--- src/hw/pi_pkg.sv ---
////////////////////////////////////////
// pi bus definitions
// widths, operation codes and the request
// struct shared by the queue and the slave
////////////////////////////////////////
`default_nettype none

package pi_pkg;

	// one data word, with byte addresses dropped from the word address
	localparam int ARCHBITSZ = 32;
	localparam int ADDRBITSZ = ARCHBITSZ - 2;
	localparam int SELBITSZ = ARCHBITSZ / 8;

	// number of masters sharing the slave, any value of 2 or more works
	localparam int MASTERCOUNT = 3;
	localparam int MASTERIDXSZ = $clog2(MASTERCOUNT);

	// the slave RAM only decodes the low address bits, 64 words
	localparam int RAMADDRSZ = 6;

	typedef logic [1:0] pi_op_t;

	// bus operation codes, a no-op means the master is idle
	localparam pi_op_t PINOOP = 2'd0;
	localparam pi_op_t PIWROP = 2'd1;
	localparam pi_op_t PIRDOP = 2'd2;
	localparam pi_op_t PIRWOP = 2'd3;

	typedef logic [ADDRBITSZ-1:0] pi_addr_t;
	typedef logic [ARCHBITSZ-1:0] pi_data_t;
	typedef logic [SELBITSZ-1:0] pi_sel_t;

	// one memory operation as issued by a master and replayed to the slave
	typedef struct packed {
		pi_op_t op;
		pi_addr_t addr;
		pi_data_t data;
		pi_sel_t sel;
	} pi_req_t;

endpackage

`default_nettype wire

--- src/hw/pi1q.sv ---
////////////////////////////////////////
// pi1q queued interconnect
// masters take turns in a round-robin slot
// queue feeding one slave, read data is
// returned per master on its next ready
////////////////////////////////////////
`default_nettype none
`timescale 1ns/1ps

module pi1q (
	input  wire logic                      m_clk_i,
	input  wire logic                      rst_i,
	input  wire pi_pkg::pi_req_t           m_req_i [pi_pkg::MASTERCOUNT],
	output logic [pi_pkg::MASTERCOUNT-1:0] m_rdy_o,
	output pi_pkg::pi_data_t               m_data_o [pi_pkg::MASTERCOUNT],
	output pi_pkg::pi_req_t                s_req_o,
	input  wire logic                      s_rdy_i,
	input  wire pi_pkg::pi_data_t          s_data_i
);
	import pi_pkg::*;

	// indexes carry a wrap bit above the slot number
	logic [MASTERIDXSZ:0] wr_idx, rd_idx, wr_next, rd_next, usage;
	logic [MASTERIDXSZ-1:0] wr_lo, rd_lo, prev_rd;
	// last slot of the rotation on the write side and on the read side
	logic [MASTERIDXSZ-1:0] mstrhi, slvhi;
	// scanner state and the rotation limit it proposes
	logic [MASTERIDXSZ-1:0] scan_idx, mstrhinxt;
	logic scan_hit;
	// slot i holds a read whose data master i has not collected yet
	logic [MASTERCOUNT-1:0] rd_pend;
	logic rdy_en;
	logic q_we, q_take, q_empty, q_full, q_nearfull, next_is_rd;
	pi_req_t q_head, q_next;

	assign wr_lo = wr_idx[MASTERIDXSZ-1:0];
	assign rd_lo = rd_idx[MASTERIDXSZ-1:0];

	// past the last slot of the rotation the index goes back to slot 0
	// and flips the wrap bit
	assign wr_next = (wr_lo == mstrhi) ? {~wr_idx[MASTERIDXSZ], {MASTERIDXSZ{1'b0}}} :
		wr_idx + 1'b1;
	assign rd_next = (rd_lo == slvhi) ? {~rd_idx[MASTERIDXSZ], {MASTERIDXSZ{1'b0}}} :
		rd_idx + 1'b1;

	// usage is the index difference, and when the wrap bits differ the
	// read side still has to finish its own lap up to slvhi first
	assign usage = (wr_idx[MASTERIDXSZ] == rd_idx[MASTERIDXSZ]) ?
		({1'b0, wr_lo} - {1'b0, rd_lo}) :
		({1'b0, slvhi} + 1'b1 - {1'b0, rd_lo} + {1'b0, wr_lo});

	assign q_empty = (usage == '0);
	assign q_full = (usage == {1'b0, mstrhi} + 1'b1);
	// one free slot left, and it is the one read out last
	assign q_nearfull = (usage == {1'b0, mstrhi});

	pi_queue_ram u_queue_ram (
		.m_clk_i  (m_clk_i),
		.we_i     (q_we),
		.waddr_i  (wr_lo),
		.wdata_i  (m_req_i[wr_lo]),
		.raddr0_i (rd_lo),
		.raddr1_i (wr_lo),
		.rdata0_o (q_head),
		.rdata1_o (q_next)
	);

	// a read in that slot may still be waiting for its data from the slave
	assign next_is_rd = (q_next.op == PIRDOP) || (q_next.op == PIRWOP);

	// only the slot under the write index can be ready, and only once both
	// sides of the queue run the same rotation
	always_comb begin
		for (int i = 0; i < MASTERCOUNT; i++) begin
			m_rdy_o[i] = rdy_en && (wr_lo == MASTERIDXSZ'(i)) && (mstrhi == slvhi) &&
				!q_full && (!q_nearfull || !next_is_rd);
		end
	end

	// every ready edge takes the request, a no-op included
	assign q_we = |m_rdy_o;
	assign q_take = s_rdy_i && !q_empty;

	always_comb begin
		s_req_o = q_head;
		if (q_empty) begin
			s_req_o.op = PINOOP;
		end
	end

	// down-counting scan for the highest master that still needs a turn,
	// either to issue something or to collect its read data
	assign scan_hit = (m_req_i[scan_idx].op != PINOOP) || rd_pend[scan_idx];

	always_ff @(posedge m_clk_i) begin
		if (rst_i) begin
			scan_idx <= MASTERIDXSZ'(MASTERCOUNT - 1);
			mstrhinxt <= MASTERIDXSZ'(MASTERCOUNT - 1);
		end else if (scan_hit || scan_idx == '0) begin
			// the rotation never drops below two slots
			if (scan_hit) begin
				mstrhinxt <= (scan_idx != '0) ? scan_idx : MASTERIDXSZ'(1);
			end
			scan_idx <= MASTERIDXSZ'(MASTERCOUNT - 1);
		end else begin
			scan_idx <= scan_idx - 1'b1;
		end
	end

	// write side, the rotation limit only moves at the write wrap
	always_ff @(posedge m_clk_i) begin
		if (rst_i) begin
			wr_idx <= '0;
			mstrhi <= MASTERIDXSZ'(MASTERCOUNT - 1);
			rd_pend <= '0;
			rdy_en <= 1'b0;
		end else begin
			// keeps every ready low for one more cycle after reset
			rdy_en <= 1'b1;
			if (q_we) begin
				wr_idx <= wr_next;
				rd_pend[wr_lo] <= (m_req_i[wr_lo].op == PIRDOP) ||
					(m_req_i[wr_lo].op == PIRWOP);
				if (wr_lo == mstrhi) begin
					mstrhi <= mstrhinxt;
				end
			end
		end
	end

	// read side follows the new rotation at its own wrap
	always_ff @(posedge m_clk_i) begin
		if (rst_i) begin
			rd_idx <= '0;
			slvhi <= MASTERIDXSZ'(MASTERCOUNT - 1);
			prev_rd <= '0;
		end else if (q_take) begin
			prev_rd <= rd_lo;
			rd_idx <= rd_next;
			if (rd_lo == slvhi) begin
				slvhi <= mstrhi;
			end
		end
	end

	// the slave result belongs to the slot accepted before this edge
	always_ff @(posedge m_clk_i) begin
		if (s_rdy_i) begin
			m_data_o[prev_rd] <= s_data_i;
		end
	end

	a_rdy_onehot: assert property (@(posedge m_clk_i) disable iff (rst_i)
		$onehot0(m_rdy_o));

	a_usage_bound: assert property (@(posedge m_clk_i) disable iff (rst_i)
		usage <= MASTERCOUNT);

endmodule

`default_nettype wire

--- src/hw/pi_queue_ram.sv ---
////////////////////////////////////////
// pi queue memory
// one entry per master slot, synchronous
// write and two asynchronous read ports
////////////////////////////////////////
`default_nettype none
`timescale 1ns/1ps

module pi_queue_ram (
	input  wire logic                         m_clk_i,
	input  wire logic                         we_i,
	input  wire logic [pi_pkg::MASTERIDXSZ-1:0] waddr_i,
	input  wire pi_pkg::pi_req_t              wdata_i,
	input  wire logic [pi_pkg::MASTERIDXSZ-1:0] raddr0_i,
	input  wire logic [pi_pkg::MASTERIDXSZ-1:0] raddr1_i,
	output pi_pkg::pi_req_t                   rdata0_o,
	output pi_pkg::pi_req_t                   rdata1_o
);
	import pi_pkg::*;

	// each slot always belongs to the same master
	pi_req_t mem [MASTERCOUNT];

	always_ff @(posedge m_clk_i) begin
		if (we_i) begin
			mem[waddr_i] <= wdata_i;
		end
	end

	// port 0 is the head of the queue toward the slave
	assign rdata0_o = mem[raddr0_i];
	// port 1 shows what the slot about to be written still holds
	assign rdata1_o = mem[raddr1_i];

	// the write index in pi1q skips past the last slot, it never lands beyond it
	a_waddr_in_range: assert property (@(posedge m_clk_i)
		we_i |-> (int'(waddr_i) < MASTERCOUNT));

endmodule

`default_nettype wire

--- src/hw/pi_ram_slave.sv ---
////////////////////////////////////////
// pi RAM slave
// byte-selectable word RAM doing write,
// read and swap, stalls one cycle after
// every write
////////////////////////////////////////
`default_nettype none
`timescale 1ns/1ps

module pi_ram_slave (
	input  wire logic             m_clk_i,
	input  wire logic             rst_i,
	input  wire pi_pkg::pi_req_t  s_req_i,
	output logic                  s_rdy_o,
	output pi_pkg::pi_data_t      s_data_o
);
	import pi_pkg::*;

	pi_data_t mem [2**RAMADDRSZ];
	logic [RAMADDRSZ-1:0] word_addr;
	pi_data_t old_word, new_word;
	logic do_wr, do_rd;
	// set for the one cycle after a write or swap went in
	logic hold_q;

	// the RAM comes up cleared
	initial begin
		for (int i = 0; i < 2**RAMADDRSZ; i++) begin
			mem[i] = '0;
		end
	end

	assign s_rdy_o = !hold_q;

	// upper address bits are not decoded
	assign word_addr = s_req_i.addr[RAMADDRSZ-1:0];
	assign old_word = mem[word_addr];

	// a request is taken whenever the slave is ready
	assign do_wr = s_rdy_o && (s_req_i.op == PIWROP || s_req_i.op == PIRWOP);
	assign do_rd = s_rdy_o && (s_req_i.op == PIRDOP || s_req_i.op == PIRWOP);

	// only the bytes under sel are replaced
	always_comb begin
		new_word = old_word;
		for (int b = 0; b < SELBITSZ; b++) begin
			if (s_req_i.sel[b]) begin
				new_word[8*b +: 8] = s_req_i.data[8*b +: 8];
			end
		end
	end

	// a swap returns the word as it was before the merge
	always_ff @(posedge m_clk_i) begin
		if (do_wr) begin
			mem[word_addr] <= new_word;
		end
		if (do_rd) begin
			s_data_o <= old_word;
		end
	end

	always_ff @(posedge m_clk_i) begin
		if (rst_i) begin
			hold_q <= 1'b0;
		end else begin
			hold_q <= do_wr;
		end
	end

	// the stall after a write lasts exactly one cycle
	a_single_stall: assert property (@(posedge m_clk_i) disable iff (rst_i)
		!s_rdy_o |=> s_rdy_o);

endmodule

`default_nettype wire

--- src/hw/pi_subsys_top.sv ---
////////////////////////////////////////
// pi subsystem top
// masters reach the RAM slave through the
// pi1q queue
////////////////////////////////////////
`default_nettype none
`timescale 1ns/1ps

module pi_subsys_top (
	input  wire logic                      m_clk_i,
	input  wire logic                      rst_i,
	input  wire pi_pkg::pi_req_t           m_req_i [pi_pkg::MASTERCOUNT],
	output logic [pi_pkg::MASTERCOUNT-1:0] m_rdy_o,
	output pi_pkg::pi_data_t               m_data_o [pi_pkg::MASTERCOUNT]
);
	import pi_pkg::*;

	// queue head toward the slave and the slave's answer
	pi_req_t s_req;
	logic s_rdy;
	pi_data_t s_data;

	// all masters share one clock with the slave
	pi1q u_pi1q (
		.m_clk_i  (m_clk_i),
		.rst_i    (rst_i),
		.m_req_i  (m_req_i),
		.m_rdy_o  (m_rdy_o),
		.m_data_o (m_data_o),
		.s_req_o  (s_req),
		.s_rdy_i  (s_rdy),
		.s_data_i (s_data)
	);

	// the slave's stall after a write is what backs up the queue
	pi_ram_slave u_ram_slave (
		.m_clk_i  (m_clk_i),
		.rst_i    (rst_i),
		.s_req_i  (s_req),
		.s_rdy_o  (s_rdy),
		.s_data_o (s_data)
	);

endmodule

`default_nettype wire

--- config.mk ---
export PLATFORM = sky130hd
export DESIGN_NAME = pi_subsys_top
export DESIGN_NICKNAME = d
export VERILOG_FILES = /design/src/hw/pi_pkg.sv /design/src/hw/pi1q.sv /design/src/hw/pi_queue_ram.sv /design/src/hw/pi_ram_slave.sv /design/src/hw/pi_subsys_top.sv
export SDC_FILE = /design/constraint.sdc
export NUM_CORES = 2
export LEC_CHECK = 0
export BUFFER_PORTS_ARGS = -buffer_cell sky130_fd_sc_hd__buf_4
export CAP_MARGIN = 10
export CORE_ASPECT_RATIO = 0.8
export CORE_MARGIN = 5
export CORE_UTILIZATION = 53
export DETAILED_ROUTE_END_ITERATION = 8
export PLACE_DENSITY = 0.7
export REMOVE_ABC_BUFFERS = 1
export SLEW_MARGIN = 20
export SYNTH_ARGS = -nofsm -noshare
export SYNTH_HDL_FRONTEND = slang
export SYNTH_HIERARCHICAL = 1
export SYNTH_SLANG_ARGS = --single-unit
--- constraint.sdc ---
create_clock -name m_clk_i -period 11 [get_ports m_clk_i]
set_input_delay 0.55 -clock m_clk_i [delete_from_list [all_inputs] [get_ports m_clk_i]]
set_output_delay 0.55 -clock m_clk_i [all_outputs]
set_load 0.005 [all_outputs]
**Yosys cells after proc, flatten, opt, wreduce, memory -nomap -nowiden**

Memories as Yosys holds them, arrays and structs flattened. A register that Yosys moved wholly into a read port is not among the register bits.
Index checks and enable logic that the tools add are counted.

- Add/sub/neg operators: 8
- $lt $le $gt $ge: 7
- Eq/ne operators: 15
- Mux-type cells: 32
- Bitwise logic cells: 5
- Reductions and logical operators: 39

Operators with widths:

| cell | number |
|---|---|
| binary-select mux 68 bit (select 2 bit) | 2 |
| two-way mux 68 bit | 4 |
| bitwise mux 96 bit | 1 |
| demux 32 bit (select 2 bit) | 1 |
| two-way mux 32 bit | 1 |
| two-way mux 8 bit | 4 |
| logical AND 1 bit | 17 |
| equality test 2 bit (second input constant) | 7 |
| two-way mux 2 bit | 6 |
| >= comparator 3 bit (second input constant) | 3 |
| two-way mux 3 bit | 3 |
| NOT 2 -> 3 bit | 3 |
| logical OR 1 bit | 7 |
| two-way mux 1 bit | 7 |
| adder 2 x 1 -> 3 bit (second input constant) | 2 |
| adder 3 x 1 -> 3 bit (second input constant) | 2 |
| equality test 2 bit | 3 |
| less-than comparator 2 x 3 -> 1 bit (second input constant) | 2 |
| AND reduction 2 bit | 3 |
| logical NOT 1 bit | 5 |
| equality test 2 x 1 -> 1 bit (second input constant) | 2 |
| logical NOT 2 bit | 2 |
| nonzero test 2 bit | 2 |
| adder 3 x 2 -> 3 bit | 1 |
| 15 further kinds | 16 |

- Bits in registers: 149
- Memory bits (writable): 2252
- Output and inout bits: 99
- Word-level logic and storage cells: 122
- Memories: 2

Memory list:

| name | depth | bits a word | rd ports | clocked after Yosys merged registers in | write ports | line | text |
|---|---|---|---|---|---|---|---|
| u_ram_slave.mem | 64 | 32 | 1 | 0 | 1 | pi_ram_slave.sv:19 | `pi_data_t mem [2**RAMADDRSZ];` |
| u_pi1q.u_queue_ram.mem | 3 | 68 | 2 | 2 | 1 | pi_queue_ram.sv:22 | `pi_req_t mem [MASTERCOUNT];` |

**Depth between registers and ports, before layout**

- Depth after elaboration: 11
- Depth in mapped cells: 17
- Mapped depth without buffers: 14

**Cells and area by module**

The synthesis kept the hierarchy.

Modules (own cells, without submodules):

| module | instances | cells each | area an instance (um2) | sequential area each (um2) |
|---|---|---|---|---|
| pi_ram_slave | 1 | 4661 | 80462.2 | 62479.9 |
| pi_queue_ram | 1 | 661 | 9066.2 | 6125.9 |
| pi1q | 1 | 471 | 5556.6 | 3283.1 |

**Worst setup path after synthesis**

Ideal clock, no wire load.

- Path kind: reg-to-reg
- Start: register u_pi1q.wr_idx[1]
- End: memory u_pi1q/u_queue_ram/mem[0][0] (netlist bit), enable pin
- Library setup time: 592 ps
- Arrival: 8349 ps
- Slack: 2059 ps
- Stages on the path, launching flop included: 12
- Path buffers: 3
- Clock period less this slack: 8941 ps
- Path through: dfxtp_1 > clkbuf_1 > buf_2 > buf_1 > inv_1 > ha_1 > fa_1 > mux2i_1 > xor2_1 > o41a_1 > and2_1 > nor3b_1

- Cells in the longest elaborated chain, start to end: 9
- Elaborated cells between the ends (all ways): 26

Ends and longest elaborated chain:

| item | line | text |
|---|---|---|
| start: declaration | pi1q.sv:23 | `logic [MASTERIDXSZ:0] wr_idx, rd_idx, wr_next, rd_next, usage;` |
| start signal: assignment | pi1q.sv:121 | `wr_idx <= wr_next;` |
| adder 3 x 2 -> 3 bit or subtractor 2 x 2 -> 3 bit (tied branches) | pi1q.sv:50, pi1q.sv:49 |  |
| two-way mux 3 bit | pi1q.sv:48 | `assign usage = (wr_idx[MASTERIDXSZ] == rd_idx[MASTERIDXSZ]) ?` |
| equality test 3 bit or equality test 3 x 2 -> 1 bit (tied branches) | pi1q.sv:53, pi1q.sv:55 |  |
| logical NOT 1 bit | pi1q.sv:76 | `!q_full && (!q_nearfull \|\| !next_is_rd);` |
| logical AND 1 bit or logical OR 1 bit (tied branches) | pi1q.sv:75, pi1q.sv:76 |  |
| logical AND 1 bit | pi1q.sv:76 |  |
| OR reduction 3 bit * | pi1q.sv:81 | `assign q_we = \|m_rdy_o;` |
| via u_pi1q.q_we | pi1q.sv:33 | `logic q_we, q_take, q_empty, q_full, q_nearfull, next_is_rd;` |
| two-way mux 1 bit * | pi_queue_ram.sv:25 | `if (we_i) begin` |
| two-way mux 1 bit (not written as such) * | pi_queue_ram.sv:26 | `mem[waddr_i] <= wdata_i;` |
| end: declaration | pi_queue_ram.sv:22 |  |

The timed path passes the listed nets; every way through them passes the cells marked *.

==> qor.csv <==
stage;metric;value;unit
status;outcome;finished, final reports clean;
job;maxCapViolCount;0;
clock_network;cts_max_level;4;
timing;fin_crit_sh;64.8;%
yosys;syn_inst;5347;
min_path;hp-class;input pin to register;
global_route;grt_antenna_before_repair;18;
drt;first_pass_iters;6;
drt;drt_iter0_drc;7907;
clock_network;clkTransAtPathRegs;0.06;ns
global_route;grt_pass1_wl;360;mm
critical_path;required;11.42;ns
timing;fin_setup_tns;0;ns
place;port_buffers;232;
layout;drive_gt1_share;17.0;%
die;die_w;472;um
timing;layout_min_cycle_time;7.12;ns
die;coreArea;170000;um2
yosys;syn_area;90600;um2
drt;ant_nets;0;
layout;syn_to_final_growth;12.9;%
timing;rsz0062_at_grt;false;
drt;viasPerCell;6.66;
clock_network;clock_latency;0.85;ns
layout;nets;5784;
global_route;grt-ovfl-total;0;
drt;drc_errors;0;
timing;slew_viol_final;0;
drt;num_vias;53302;
critical_path;arrival;7.54;ns
clock_network;cts.sinks;2329;
clock_network;cts_root_buf;clkbuf_16;
place;place.gp.congestion;0.865;
die;rows;135;
yosys;yosysWarnings;6;
global_route;track_usage;27.4;%
clock_network;clockBufferDepth;3;
drt;drt_wl_total;252;mm
yosys;syn_avg_cell_area;16.9;um2
global_route;grt_max_degree;126;
critical_path;worstPathMaxFanout;103;
drt;routedWlPerCell;31.5;um
die;fp.dieArea;179000;um2
timing;skew;0.0409;ns
die;ioPinCount;305;
place;dp_hpwl;140;mm
die;die_h;380;um
timing;finalSetupViolCount;0;
clock_network;cts_resized;0;
timing;max_freq;140;MHz
clock_network;cts_tree;done;
critical_path;startpoint_type;register;
timing;tightest_slew;1.26;ns
global_route;grt_pass1_vias;50667;
clock_network;post_cts_buffers;0;
critical_path;crit_type;register to register;
critical_path;worstSetupEndpointType;register;
die;initial_core_util;53.4;%
timing;hold_viol_final;0;
timing;max_slew_margin;15.5;%
clock_network;cts_buffers;209;
## layout by cell type (no fill, tap or decap), drive strengths merged, types with 13 or more instances in the layout
cell type	instances
edfxtp	2308
a22oi	467
buf	409
mux2i	318
o22ai	269
clkbuf	261
nand2	249
o21ai	137
nor2	119
a21oi	102
clkinv	95
inv	87
o31ai	72
nor2b	64
o32ai	62
nand3	62
a221oi	58
mux2	54
or3b	44
a32o	43
nor3	35
mux4	32
or4	28
o22a	26
or3	22
a22o	21
dfxtp	21
and3	18
or2	16
nand4	16
bufinv	15
a32oi	15
o32a	14
diode	13
and4b	13
## per-layer routing
metal	global-route usage, %	wire length, um
met1	39.9	96700
met2	40.1	111000
met3	8.06	35800
met4	8.92	8300
met5	0	27
## metrics by stage
stage | util (%) | cells | hold slack, ns | cell area, um2 | setup WS [ns]
6_report | 60.3 | 8001 | 0.0817 | 102000 | 3.88
5_1_grt | 60.3 | 7991 | 0.0602 | 102000 | 4.06
2_1_floorplan | - | 4941 | 0.420 | 88600 | -67.33
4_1_cts | 60.2 | 7985 | 0.0148 | 102000 | 4.32
3_5_place_dp | 56.4 | 7607 | 0.454 | 95600 | 4.36
3_3_place_gp | 56.3 | 7603 | 0.441 | 95500 | 4.45
## sequential cells by signal (all words and copies together) (netlist names)
name and cells:
u_pi1q/u_queue_ram/mem 132, u_pi1q/scan_idx 2, u_pi1q/prev_rd 2, u_pi1q/rd_idx 3, u_ram_slave/hold_q 1, u_ram_slave/s_data_o 32, u_pi1q/mstrhi 2, u_pi1q/wr_idx 3
u_pi1q/m_data_o 96, u_ram_slave/mem 2048, u_pi1q/rd_pend 3, u_pi1q/rdy_en 1, u_pi1q/slvhi 2, u_pi1q/mstrhinxt 2
## cell type report
type / instances / area [um2]
clock inverter: 115 / 971
sequential: 2329 / 69700
timing repair buffer: 411 / 3360
tap: 2260 / 2830
clock buffer: 261 / 5530
inverter: 83 / 312
antenna: 13 / 32.5
multi-input combinational: 2529 / 19500
fill: 12157 / 67300
## worst max-delay path, stage by stage (launching register included)
cell and delay (ns):
dfxtp_4 0.45, buf_4 0.67, mux2i_1 0.38, o21ai_4 0.07, buf_4 0.31, buf_12 0.28
nand2b_2 0.73, buf_4 0.60, o32ai_1 0.15, o31ai_1 0.83, nand4_1 0.46, or3_1 0.70
mux2_2 0.37, buf_4 0.26
## worst paths after layout
path                 startpoint                       to  slack, ns  depth (start not counted)
max            u_pi1q/rd_idx[0]  u_ram_slave/mem[17][29]       3.88                         13
min                m_req_i[134]       u_pi1q/scan_idx[1]       0.08                          3
max reg2reg    u_pi1q/rd_idx[0]  u_ram_slave/mem[17][29]       3.88                         13
min reg2reg  u_pi1q/scan_idx[0]       u_pi1q/scan_idx[0]       0.46                          1
## repair_timing
action | 4_1_cts | 5_1_grt
endpoints found under the hold margin | 5 | 0
endpoints found under the setup margin | 0 | 0
hold buffers | 2 | 0
Power is not shown: default switching activity piles up to over one toggle a cycle in this logic, so the estimate is an artifact.
